<file path="src/policer_defs.svh">
// policer build constants
// port count, beat width and fixed-point split shared by all stages
`ifndef POLICER_DEFS_SVH
`define POLICER_DEFS_SVH

// ingress streams merged by the arbiter
`define POLICER_NUM_PORTS 4

// one beat is a 32-bit word, four bytes
`define POLICER_DATA_WIDTH 32

// fraction bits of the bucket and of the drain amount
// bucket is 16.8 and decrement is 8.8, so both line up on this split
`define POLICER_FRAC_BITS 8

`endif
</file>
<file path="src/policer_pkg.sv">
// policer types
// width typedefs and the arbiter FSM encoding
`include "policer_defs.svh"

package policer_pkg;

    // one beat of packet payload
    typedef logic [`POLICER_DATA_WIDTH-1:0] data_t;

    // sideband byte length, valid on the first beat
    typedef logic [15:0] byte_len_t;

    // ingress port tag
    typedef logic [$clog2(`POLICER_NUM_PORTS)-1:0] port_id_t;

    // bucket fill, 16 whole bits over the fraction
    typedef logic [16+`POLICER_FRAC_BITS-1:0] bucket_t;

    // per-cycle drain, 8 whole bits over the fraction
    typedef logic [8+`POLICER_FRAC_BITS-1:0] decrement_t;

    // bucket limit in whole bytes
    typedef logic [15:0] threshold_t;

    // dropped packet counter, wraps
    typedef logic [15:0] drop_count_t;

    // arbiter: waiting for a request, or holding a grant
    typedef enum logic {
        idle,
        forward
    } arb_state_t;

endpackage

</file>
<file path="src/policer_top.sv">
// policer top
// arbiter, leaky-bucket policer and drop filter in series
`timescale 1ns/1ps
`include "policer_defs.svh"

module policer_top (
    input  logic                                                          packet_in,
    input  logic                                                          rst,
    input  logic [`POLICER_NUM_PORTS-1:0]                                 src_valid,
    output logic [`POLICER_NUM_PORTS-1:0]                                 src_ready,
    input  logic [`POLICER_NUM_PORTS*`POLICER_DATA_WIDTH-1:0]             src_data,
    input  logic [`POLICER_NUM_PORTS-1:0]                                 src_last,
    input  logic [`POLICER_NUM_PORTS*$bits(policer_pkg::byte_len_t)-1:0]  src_length,
    input  logic [`POLICER_NUM_PORTS-1:0]                                 enable,
    input  logic [`POLICER_NUM_PORTS*$bits(policer_pkg::decrement_t)-1:0] decrement,
    input  logic [`POLICER_NUM_PORTS*$bits(policer_pkg::threshold_t)-1:0] threshold,
    output logic                                                          out_valid,
    input  logic                                                          out_ready,
    output policer_pkg::data_t                                            out_data,
    output logic                                                          out_last,
    output policer_pkg::port_id_t                                         out_port,
    output policer_pkg::drop_count_t                                      drop_count
);
    import policer_pkg::*;

    // arbiter to policer
    logic      arb_valid;
    logic      arb_ready;
    data_t     arb_data;
    logic      arb_last;
    byte_len_t arb_length;
    port_id_t  arb_port;

    // policer to filter
    logic      pol_valid;
    logic      pol_ready;
    data_t     pol_data;
    logic      pol_last;
    port_id_t  pol_port;
    logic      pol_drop;

    ingress_arbiter ingress_arbiter_i (
        .packet_in(packet_in), .rst(rst),
        .src_valid(src_valid), .src_ready(src_ready), .src_data(src_data),
        .src_last(src_last), .src_length(src_length),
        .arb_valid(arb_valid), .arb_ready(arb_ready), .arb_data(arb_data),
        .arb_last(arb_last), .arb_length(arb_length), .arb_port(arb_port)
    );

    traffic_policer traffic_policer_i (
        .packet_in(packet_in), .rst(rst),
        .enable(enable), .decrement(decrement), .threshold(threshold),
        .arb_valid(arb_valid), .arb_ready(arb_ready), .arb_data(arb_data),
        .arb_last(arb_last), .arb_length(arb_length), .arb_port(arb_port),
        .pol_valid(pol_valid), .pol_ready(pol_ready), .pol_data(pol_data),
        .pol_last(pol_last), .pol_port(pol_port), .pol_drop(pol_drop)
    );

    drop_filter drop_filter_i (
        .packet_in(packet_in), .rst(rst),
        .pol_valid(pol_valid), .pol_ready(pol_ready), .pol_data(pol_data),
        .pol_last(pol_last), .pol_port(pol_port), .pol_drop(pol_drop),
        .out_valid(out_valid), .out_ready(out_ready), .out_data(out_data),
        .out_last(out_last), .out_port(out_port), .drop_count(drop_count)
    );

endmodule

</file>
<file path="src/drop_filter.sv">
// drop filter
// discards packets carrying the drop mark and counts them
`timescale 1ns/1ps
`include "policer_defs.svh"

module drop_filter (
    input  logic                      packet_in,
    input  logic                      rst,
    input  logic                      pol_valid,
    output logic                      pol_ready,
    input  policer_pkg::data_t        pol_data,
    input  logic                      pol_last,
    input  policer_pkg::port_id_t     pol_port,
    input  logic                      pol_drop,
    output logic                      out_valid,
    input  logic                      out_ready,
    output policer_pkg::data_t        out_data,
    output logic                      out_last,
    output policer_pkg::port_id_t     out_port,
    output policer_pkg::drop_count_t  drop_count
);
    import policer_pkg::*;

    logic sop;
    logic discard;   // inside a marked packet
    logic beat_drop;
    logic xfer;

    assign beat_drop = sop ? pol_drop : discard;
    // dropped beats are eaten regardless of the downstream
    assign pol_ready = beat_drop || !out_valid || out_ready;
    assign xfer = pol_valid && pol_ready;

    always_ff @(posedge packet_in) begin
        if (rst) begin
            sop <= 1'b1;
            discard <= 1'b0;
            drop_count <= '0;
        end else if (xfer) begin
            sop <= pol_last;
            if (pol_last) begin
                discard <= 1'b0;
            end else if (sop && pol_drop) begin
                discard <= 1'b1;
            end
            if (sop && pol_drop) begin
                drop_count <= drop_count + drop_count_t'(1);
            end
        end
    end

    always_ff @(posedge packet_in) begin
        if (rst) begin
            out_valid <= 1'b0;
        end else if (xfer && !beat_drop) begin
            out_valid <= 1'b1;
        end else if (out_ready) begin
            out_valid <= 1'b0;
        end
    end

    always_ff @(posedge packet_in) begin
        if (xfer && !beat_drop) begin
            out_data <= pol_data;
            out_last <= pol_last;
            out_port <= pol_port;
        end
    end

    // a beat loaded for output never carries the policer's mark
    a_no_marked_out: assert property (@(posedge packet_in) disable iff (rst)
        xfer && !beat_drop |-> !pol_drop);

endmodule

</file>
<file path="src/traffic_policer.sv">
// traffic policer
// one leaky bucket per ingress port, marks packets that overflow their bucket
`timescale 1ns/1ps
`include "policer_defs.svh"

module traffic_policer (
    input  logic                                                          packet_in,
    input  logic                                                          rst,
    input  logic [`POLICER_NUM_PORTS-1:0]                                 enable,
    input  logic [`POLICER_NUM_PORTS*$bits(policer_pkg::decrement_t)-1:0] decrement,
    input  logic [`POLICER_NUM_PORTS*$bits(policer_pkg::threshold_t)-1:0] threshold,
    input  logic                                                          arb_valid,
    output logic                                                          arb_ready,
    input  policer_pkg::data_t                                            arb_data,
    input  logic                                                          arb_last,
    input  policer_pkg::byte_len_t                                        arb_length,
    input  policer_pkg::port_id_t                                         arb_port,
    output logic                                                          pol_valid,
    input  logic                                                          pol_ready,
    output policer_pkg::data_t                                            pol_data,
    output logic                                                          pol_last,
    output policer_pkg::port_id_t                                         pol_port,
    output logic                                                          pol_drop
);
    import policer_pkg::*;

    localparam int NP = `POLICER_NUM_PORTS;
    localparam int FB = `POLICER_FRAC_BITS;
    localparam int BW = $bits(bucket_t);
    localparam int DEC_W = $bits(decrement_t);
    localparam int TW = $bits(threshold_t);

    bucket_t           bucket [NP];
    bucket_t           dec_ext [NP];   // drain widened to the bucket format
    logic              sop;            // next accepted beat opens a packet
    logic              accept;
    logic              drop_hold;      // mark of the packet in progress
    bucket_t           cur_bucket;
    threshold_t        cur_thr;
    logic [TW:0]       fill_check;
    logic              mark_now;
    bucket_t           fill_sum;
    bucket_t           fill_next;
    logic [NP-1:0]     admit;
    logic              pol_mid;
    logic              mid_drop;

    assign arb_ready = !pol_valid || pol_ready;
    assign accept = arb_valid && arb_ready;

    always_comb begin
        for (int p = 0; p < NP; p++) begin
            dec_ext[p] = bucket_t'(decrement[p*DEC_W +: DEC_W]);
        end
    end

    // check against the bucket of the incoming packet's port
    assign cur_bucket = bucket[arb_port];
    assign cur_thr = threshold[arb_port*TW +: TW];
    assign fill_check = {1'b0, cur_bucket[BW-1:FB]} + {1'b0, arb_length};
    assign mark_now = enable[arb_port] && (fill_check > {1'b0, cur_thr});

    // fits in BW bits once the threshold check has passed
    assign fill_sum = cur_bucket + (bucket_t'(arb_length) << FB);
    assign fill_next = (fill_sum > dec_ext[arb_port]) ? fill_sum - dec_ext[arb_port] : '0;

    always_comb begin
        for (int p = 0; p < NP; p++) begin
            admit[p] = accept && sop && enable[p] && !mark_now && (arb_port == port_id_t'(p));
        end
    end

    always_ff @(posedge packet_in) begin
        if (rst) begin
            for (int p = 0; p < NP; p++) begin
                bucket[p] <= '0;
            end
        end else begin
            for (int p = 0; p < NP; p++) begin
                if (admit[p]) begin
                    bucket[p] <= fill_next;
                end else if (enable[p] && bucket[p] > dec_ext[p]) begin
                    bucket[p] <= bucket[p] - dec_ext[p];
                end else begin
                    bucket[p] <= '0; // drained out or port off
                end
            end
        end
    end

    always_ff @(posedge packet_in) begin
        if (rst) begin
            sop <= 1'b1;
            drop_hold <= 1'b0;
        end else if (accept) begin
            sop <= arb_last;
            if (sop) begin
                drop_hold <= mark_now;
            end
        end
    end

    // register stage carrying the mark
    always_ff @(posedge packet_in) begin
        if (rst) begin
            pol_valid <= 1'b0;
        end else if (accept) begin
            pol_valid <= 1'b1;
        end else if (pol_ready) begin
            pol_valid <= 1'b0;
        end
    end

    always_ff @(posedge packet_in) begin
        if (accept) begin
            pol_data <= arb_data;
            pol_last <= arb_last;
            pol_port <= arb_port;
            pol_drop <= sop ? mark_now : drop_hold;
        end
    end

    // output side packet tracking
    always_ff @(posedge packet_in) begin
        if (rst) begin
            pol_mid <= 1'b0;
            mid_drop <= 1'b0;
        end else if (pol_valid && pol_ready) begin
            pol_mid <= !pol_last;
            mid_drop <= pol_drop;
        end
    end

    a_drop_stable: assert property (@(posedge packet_in) disable iff (rst)
        pol_valid && pol_mid |-> pol_drop == mid_drop);

    // an admitted packet leaves its bucket at or under the limit, so no wrap
    for (genvar p = 0; p < NP; p++) begin : g_bucket_chk
        a_no_wrap: assert property (@(posedge packet_in) disable iff (rst)
            admit[p] |=> bucket[p][BW-1:FB] <= $past(threshold[p*TW +: TW]));
    end

endmodule

</file>
<file path="src/ingress_arbiter.sv">
// ingress arbiter
// round-robin merge of the source streams, one whole packet per grant
`timescale 1ns/1ps
`include "policer_defs.svh"

module ingress_arbiter (
    input  logic                                                         packet_in,
    input  logic                                                         rst,
    input  logic [`POLICER_NUM_PORTS-1:0]                                src_valid,
    output logic [`POLICER_NUM_PORTS-1:0]                                src_ready,
    input  logic [`POLICER_NUM_PORTS*`POLICER_DATA_WIDTH-1:0]            src_data,
    input  logic [`POLICER_NUM_PORTS-1:0]                                src_last,
    input  logic [`POLICER_NUM_PORTS*$bits(policer_pkg::byte_len_t)-1:0] src_length,
    output logic                                                         arb_valid,
    input  logic                                                         arb_ready,
    output policer_pkg::data_t                                           arb_data,
    output logic                                                         arb_last,
    output policer_pkg::byte_len_t                                       arb_length,
    output policer_pkg::port_id_t                                        arb_port
);
    import policer_pkg::*;

    localparam int NP = `POLICER_NUM_PORTS;
    localparam int DW = `POLICER_DATA_WIDTH;
    localparam int LW = $bits(byte_len_t);

    arb_state_t state;
    port_id_t   grant;
    port_id_t   last_grant;
    port_id_t   next_port;
    logic       found;
    logic       out_free;
    logic       accept;
    logic       mid_packet; // output register is inside a packet
    port_id_t   packet_port;

    // search starts just after the previous winner
    always_comb begin
        port_id_t cand;
        next_port = last_grant;
        found = 1'b0;
        for (int i = 1; i <= NP; i++) begin
            cand = port_id_t'((int'(last_grant) + i) % NP);
            if (!found && src_valid[cand]) begin
                next_port = cand;
                found = 1'b1;
            end
        end
    end

    assign out_free = !arb_valid || arb_ready; // empty or draining this cycle

    always_comb begin
        src_ready = '0;
        if (state == forward && out_free) begin
            src_ready[grant] = 1'b1;
        end
    end

    assign accept = src_valid[grant] && src_ready[grant];

    always_ff @(posedge packet_in) begin
        if (rst) begin
            state <= idle;
            grant <= '0;
            last_grant <= port_id_t'(NP - 1); // so port 0 wins first
        end else begin
            case (state)
                idle: begin
                    if (found) begin
                        grant <= next_port;
                        state <= forward;
                    end
                end
                forward: begin
                    if (accept && src_last[grant]) begin
                        last_grant <= grant;
                        state <= idle;
                    end
                end
                default: state <= idle;
            endcase
        end
    end

    // output stage
    always_ff @(posedge packet_in) begin
        if (rst) begin
            arb_valid <= 1'b0;
        end else if (accept) begin
            arb_valid <= 1'b1;
        end else if (arb_ready) begin
            arb_valid <= 1'b0;
        end
    end

    always_ff @(posedge packet_in) begin
        if (accept) begin
            arb_data   <= src_data[grant*DW +: DW];
            arb_last   <= src_last[grant];
            arb_length <= src_length[grant*LW +: LW];
            arb_port   <= grant;
        end
    end

    // tracks the tag of the packet in flight on the output
    always_ff @(posedge packet_in) begin
        if (rst) begin
            mid_packet <= 1'b0;
            packet_port <= '0;
        end else if (arb_valid && arb_ready) begin
            mid_packet <= !arb_last;
            packet_port <= arb_port;
        end
    end

    a_port_stable: assert property (@(posedge packet_in) disable iff (rst)
        arb_valid && mid_packet |-> arb_port == packet_port);

    a_valid_hold: assert property (@(posedge packet_in) disable iff (rst)
        arb_valid && !arb_ready |=> arb_valid && $stable(arb_data) && $stable(arb_port));

endmodule

</file>
<file path="config.mk">
export PLATFORM = sky130hd
export DESIGN_NAME = policer_top
export DESIGN_NICKNAME = d
export VERILOG_FILES = /design/src/policer_pkg.sv /design/src/policer_top.sv /design/src/drop_filter.sv /design/src/traffic_policer.sv /design/src/ingress_arbiter.sv
export VERILOG_INCLUDE_DIRS = /design/src
export SDC_FILE = /design/constraint.sdc
export NUM_CORES = 1
export LEC_CHECK = 0
export ABC_CLOCK_PERIOD_IN_PS = 8400
export BUFFER_PORTS_ARGS = -buffer_cell sky130_fd_sc_hd__buf_2
export CORE_ASPECT_RATIO = 1.75
export CORE_UTILIZATION = 55
export CTS_CLUSTER_DIAMETER = 150
export DETAILED_ROUTE_END_ITERATION = 8
export PLACE_DENSITY = 0.9
export SYNTH_ARGS = -nofsm -noshare
export SYNTH_HDL_FRONTEND = slang
export SYNTH_SLANG_ARGS = --single-unit
</file>
<file path="constraint.sdc">
create_clock -name packet_in -period 8.4 [get_ports packet_in]
set_input_delay 2.52 -clock packet_in [delete_from_list [all_inputs] [get_ports packet_in]]
set_output_delay 2.52 -clock packet_in [all_outputs]
set_load 0.01 [all_outputs]
</file>
Word level (Yosys, flattened, before mapping)

Memories as Yosys holds them, arrays and structs flattened. A register that Yosys moved wholly into a read port is not among the register bits.
Cells that the tools add are included.
Widths: inputs -> output; s select.

Flip-flop bits (word level): 150
Bits in latches: 0
Memory bits (writable): 96
ROM bits: 0
Bits of input ports: 335
Output and inout port bits: 56
Memories: 1

Add/subtract/negate cells: 12
Multipliers: 0
Divide/modulo/power cells: 0
Magnitude comparators: 14
Equality and inequality tests: 3
Shifts and indexed selects: 3
Multiplexer cells: 103
Bitwise logic cells: 14
Reductions and logical operators: 50

Memory list:

| name                     | words | width | rd ports | clocked after memory_dff | wr ports | RTL line              | source |
|---|---|---|---|---|---|---|---|
| traffic_policer_i.bucket | 4     | 24    | 5        | 1                        | 4        | traffic_policer.sv:33 | `bucket_t bucket [NP];` |

Operators by type and width:

| cell                  | count |
|---|---|
| $mux 24               | 15 |
| $shiftx 128x8->32     | 1 |
| $shiftx 64x7->16      | 2 |
| $gt 24x16->1          | 4 |
| $sub 24x16->24        | 4 |
| $mux 1                | 71 |
| $bmux 24 s2           | 1 |
| $logic_and 1x1->1     | 29 |
| $add 24x24->24        | 1 |
| $gt 24x24->1          | 1 |
| $sub 24x24->24        | 1 |
| $lt 2x3->1 const B    | 6 |
| $add 16x16->17        | 1 |
| $gt 17x16->1          | 1 |
| $add 16x1->16 const B | 1 |
| $bmux 1 s2            | 8 |
| $or 1x1->1            | 12 |
| $mux 2                | 5 |
| $logic_not 1->1       | 8 |
| $reduce_and 2->1      | 4 |
| $reduce_bool 2->1     | 4 |
| $add 2x1->2 const B   | 2 |
| $add 2x2->2 const B   | 2 |
| $eq 2x2->1 const B    | 2 |
| 10 further kinds      | 13 |

Depth between registers and ports, before layout

Depth in word-level cells: 15
Gate-level depth with buffers: 23

Hierarchy

From an unflattened synthesis, not the netlist that was laid out.

Cell total of the unflattened synthesis: 1539
Area total of the unflattened synthesis: 17424.2 sq um

By module, submodules not included:

| module          | times used | cells an instance | area each (sq um) | seq. area each (sq um) |
|---|---|---|---|---|
| traffic_policer | 1          | 1246              | 12469.5           | 4023.9 |
| ingress_arbiter | 1          | 158               | 3035.4            | 1651.6 |
| drop_filter     | 1          | 135               | 1919.3            | 1431.4 |

Least setup slack after synthesis

OpenSTA, ideal clock, no wires.

Path type: in2out
Start point: input port out_ready
End point: output port src_ready[3]
Arrival time: 3.293 ns
Setup slack: 2.587 ns
Stages on the path: 5
Buffers on the path: 0
Path through: nand2b_1 > nor2_1 > nand2_1 > and2_1 > and3_1

Cells in the longest elaborated chain, start to end: 5

Ends and longest elaborated chain:

| what              | RTL line              | source |
|---|---|---|
| start, declared   | policer_top.sv:18     | `input logic out_ready,` |
| $logic_or 1x1->1  | drop_filter.sv:31     | `assign pol_ready = beat_drop \|\| !out_valid \|\| out_ready;` |
| $logic_or 1x1->1  | traffic_policer.sv:48 | `assign arb_ready = !pol_valid \|\| pol_ready;` |
| $logic_or 1x1->1  | ingress_arbiter.sv:51 | `assign out_free = !arb_valid \|\| arb_ready;` |
| $logic_and 1x1->1 | ingress_arbiter.sv:55 | `if (state == forward && out_free) begin` |
| $mux 4            | ingress_arbiter.sv:55 |  |
| end, declared     | policer_top.sv:10     | `` output logic [`POLICER_NUM_PORTS-1:0] src_ready, `` |

No other way between the ends.

==> reports/metrics.yaml <==
status: "complete, but fails checks"
violations: "capacitance limit"
crit_arrival_ns: 6.82
cts_tree: "done"
vias_per_cell: 6.47
worstPathCellList: "buf_4 > mux4_2 > ha_1 > fa_1 > a211oi_1 > o211a_1 > nor4_4 > o31a_1 > nor2_1 > xnor2_2 > ha_1 > o21a_1 > a21oi_1 > o211ai_1 > and2_1 > nor3_2 > nand3_1 > nand2b_1 > o22ai_1"
grt_pass1_vias: 16200
worst_ep_required_time_ns: 8.77
vdd_ir_drop_max_mv: 0.201
ys.flop_type: "edfxtp_1"
core_area_um2: 31600
yosys-top-cells-area: "edfxtp_1, mux4_2, ha_1"
start_util_pct: 56.2
die_width_um: 138
clock-sinks: 248
grt_max_degree: 53
syn_to_final_growth_pct: 19.4
wl_per_cell_um: 25.5
fin_crit_sh_pct: 76.7
pwr_density_cell_nw_per_um2: 214
fin_nets: 2511
grt_first_pass_wirelength_mm: 93.2
io_pins: 391
std_cell_rows: 86
maxCapViolCount: 1
worst_pin_slew_ns: 1.47
clk_path_buf_depth: 3
insertion_delay_ns: 0.55
seq_area_frac_synth_pct: 40.2
wirelength_mm: 63.0
synth_top_area_share_pct: 36.8
hold_viol: 0
grtUsageTotal_pct: 38.7
drc_errors: 0
final_common_cell: "buf_2"
io_buffers: 390
ctsHoldBuffers: 0
crit_type: "reg -> reg"
synth_mux_area_share_pct: 14.0
clkSlewWorstSetupHoldPaths_ns: 0.07
dieArea_um2: 33100
crit_buf_inv: 1
p_switching_mw: 1.75
ff2ff_path_depth: 19
fillers: 2348
ctsRootBufferMaster: "clkbuf_16"
hold_class: "reg -> reg"
synth_warnings: 0
synth_top_family_by_area: "compound AO/OA/AOI/OAI gates"
synth_xor_area_share_pct: 5.70
relSlewSlack_pct: 0.716
synth_fa_ha_area_share_pct: 8.63
min_path_cells: 0
cpMaxStageDelayCell: "nand3_1"
path_delay_family: "simple AND/OR/NAND/NOR gates"
ys_ff_latch: 248
async_flop_share_pct: 0
cts_setup_buffers: 0
post_cts_resized: 0
cts_max_level: 1
antenna_found_initial: 8
p_int_mw: 2.79
comb_power_share_pct: 42.0
synth_area_per_cell_um2: 11.1
place_congestion: 1.14
rsz0062_at_grt: "no"
worst_path_most_repeated_cell: "ha_1"
numCtsBuffers: 23
slew_violations: 0
fin_setup_tns_ns: 0
drt_iter0_markers: 1685
route.antenna.remaining_nets: 0
max_freq_mhz: 155
crit_path_max_incr_delay_ns: 0.66
vias: 16000
power_frac_clock_pct: 24.6
leakage_nw: 9.03
fin_worst_skew_ns: 0.0233
synth_area_um2: 17800
whs_ns: 0.417
die_h_um: 240
final_layout_size_suffix_gt1_share_pct: 29.9
setup_viol: 0
overflow: 0
worstSetupEndpointType: "flop"
cp_max_fo: 16
layout_common_cells: "buf_2, edfxtp_1, inv_1, a21oi_1, ha_1"
postSynthCellCount: 1595
fin_crit_ns: 6.44
yosys.area.top_type: "edfxtp_1"
switching_share_pct: 38.6
place.detailed.hpwl_mm: 48.2
power_frac_seq_pct: 33.3
synth-simple-area-share_pct: 11.3
drt_pass1_iterations: 5
synth_edf_count: 218
synth-compound-area-share_pct: 15.7
synth.distinct_cells: 79
start_kind: "flop"
path_depth: 19
==> cells in the mapped netlist, types with 34 or more instances <==
library cell	number
a21oi_1	115
xor2_1	50
ha_1	113
mux4_2	107
edfxtp_1	218
inv_1	136
o21ai_0	53
nand2_1	81
nor2_1	96
o22ai_1	48
xnor2_1	62
a21o_1	34
==> power by group through the flow <==
stage	clock [mW]	combinational, mW	sequential (mW)
floorplan	0	1.27	1.50
global placement	0	1.74	1.53
detailed placement	0	1.79	1.53
CTS	1.12	1.81	1.51
global route	1.16	2.05	1.52
finish	1.12	1.91	1.51
==> registers in the layout (all words and copies together) (netlist names), named ones only <==
signal	count
drop_filter_i.discard	1
drop_filter_i.drop_count	16
drop_filter_i.out_data	32
drop_filter_i.out_last	1
drop_filter_i.out_port	2
drop_filter_i.out_valid	1
drop_filter_i.sop	1
ingress_arbiter_i.arb_data	32
ingress_arbiter_i.arb_last	1
ingress_arbiter_i.arb_length	16
ingress_arbiter_i.arb_port	2
ingress_arbiter_i.arb_valid	1
ingress_arbiter_i.grant	2
ingress_arbiter_i.last_grant	2
ingress_arbiter_i.state	1
traffic_policer_i.bucket	96
traffic_policer_i.drop_hold	1
traffic_policer_i.pol_data	32
traffic_policer_i.pol_drop	1
traffic_policer_i.pol_last	1
traffic_policer_i.pol_port	2
traffic_policer_i.pol_valid	1
traffic_policer_i.sop	1
==> layer usage <==
metal  GRT usage [%]  vias to the layer above  part of all wire [%]
met5           0.952                        -                  0.18
met3            12.5                      392                    11
met2            62.3                     1154                    48
met1            41.2                     7495                    32
li1                -                     6935                     -
met4            30.5                       14                   9.7
==> metrics by stage <==
step | utilization (%) | setup WS [ns] | power (mW) | area [um2] | instances
after floorplan | - | 2.59 | 2.76 | 18100 | 1690
after global placement | 64.6 | 1.99 | 3.27 | 20400 | 2428
after detailed placement | 64.6 | 1.97 | 3.33 | 20400 | 2428
after CTS | 67.1 | 2.15 | 4.44 | 21200 | 2468
after global routing | 67.1 | 1.53 | 4.73 | 21200 | 2468
final | 67.1 | 1.96 | 4.54 | 21200 | 2471
==> cell type report <==
cell class | instances | area (um2) | area share, %
diodes | 3 | 7.51 | 0.0354
repair buffers | 406 | 2070 | 9.76
inverters | 136 | 510 | 2.40
clock inverters | 13 | 166 | 0.784
well taps | 396 | 495 | 2.33
clock buffers | 27 | 616 | 2.90
flip-flops and latches | 248 | 7150 | 33.7
multi-input cells | 1242 | 10200 | 48.1
==> logic make-up after synthesis <==
kind of cell	count (synthesis)
buf+inv	200
compound gates	411
xor+xnor	114
other cells	1
fa+ha+maj	119
simple gates	388
flops	248
mux	114
==> final timing paths <==
check / startpoint / to / slack (ns)
worst max-delay path: flop / traffic_policer_i.bucket[3][11] / 1.96
worst min-delay path: ingress_arbiter_i.arb_data[10] / traffic_policer_i.pol_data[10] / 0.42
worst max register to register: flop / traffic_policer_i.bucket[3][11] / 1.96
worst min register to register: ingress_arbiter_i.arb_data[10] / traffic_policer_i.pol_data[10] / 0.42
(Power assumes the default switching activity.)
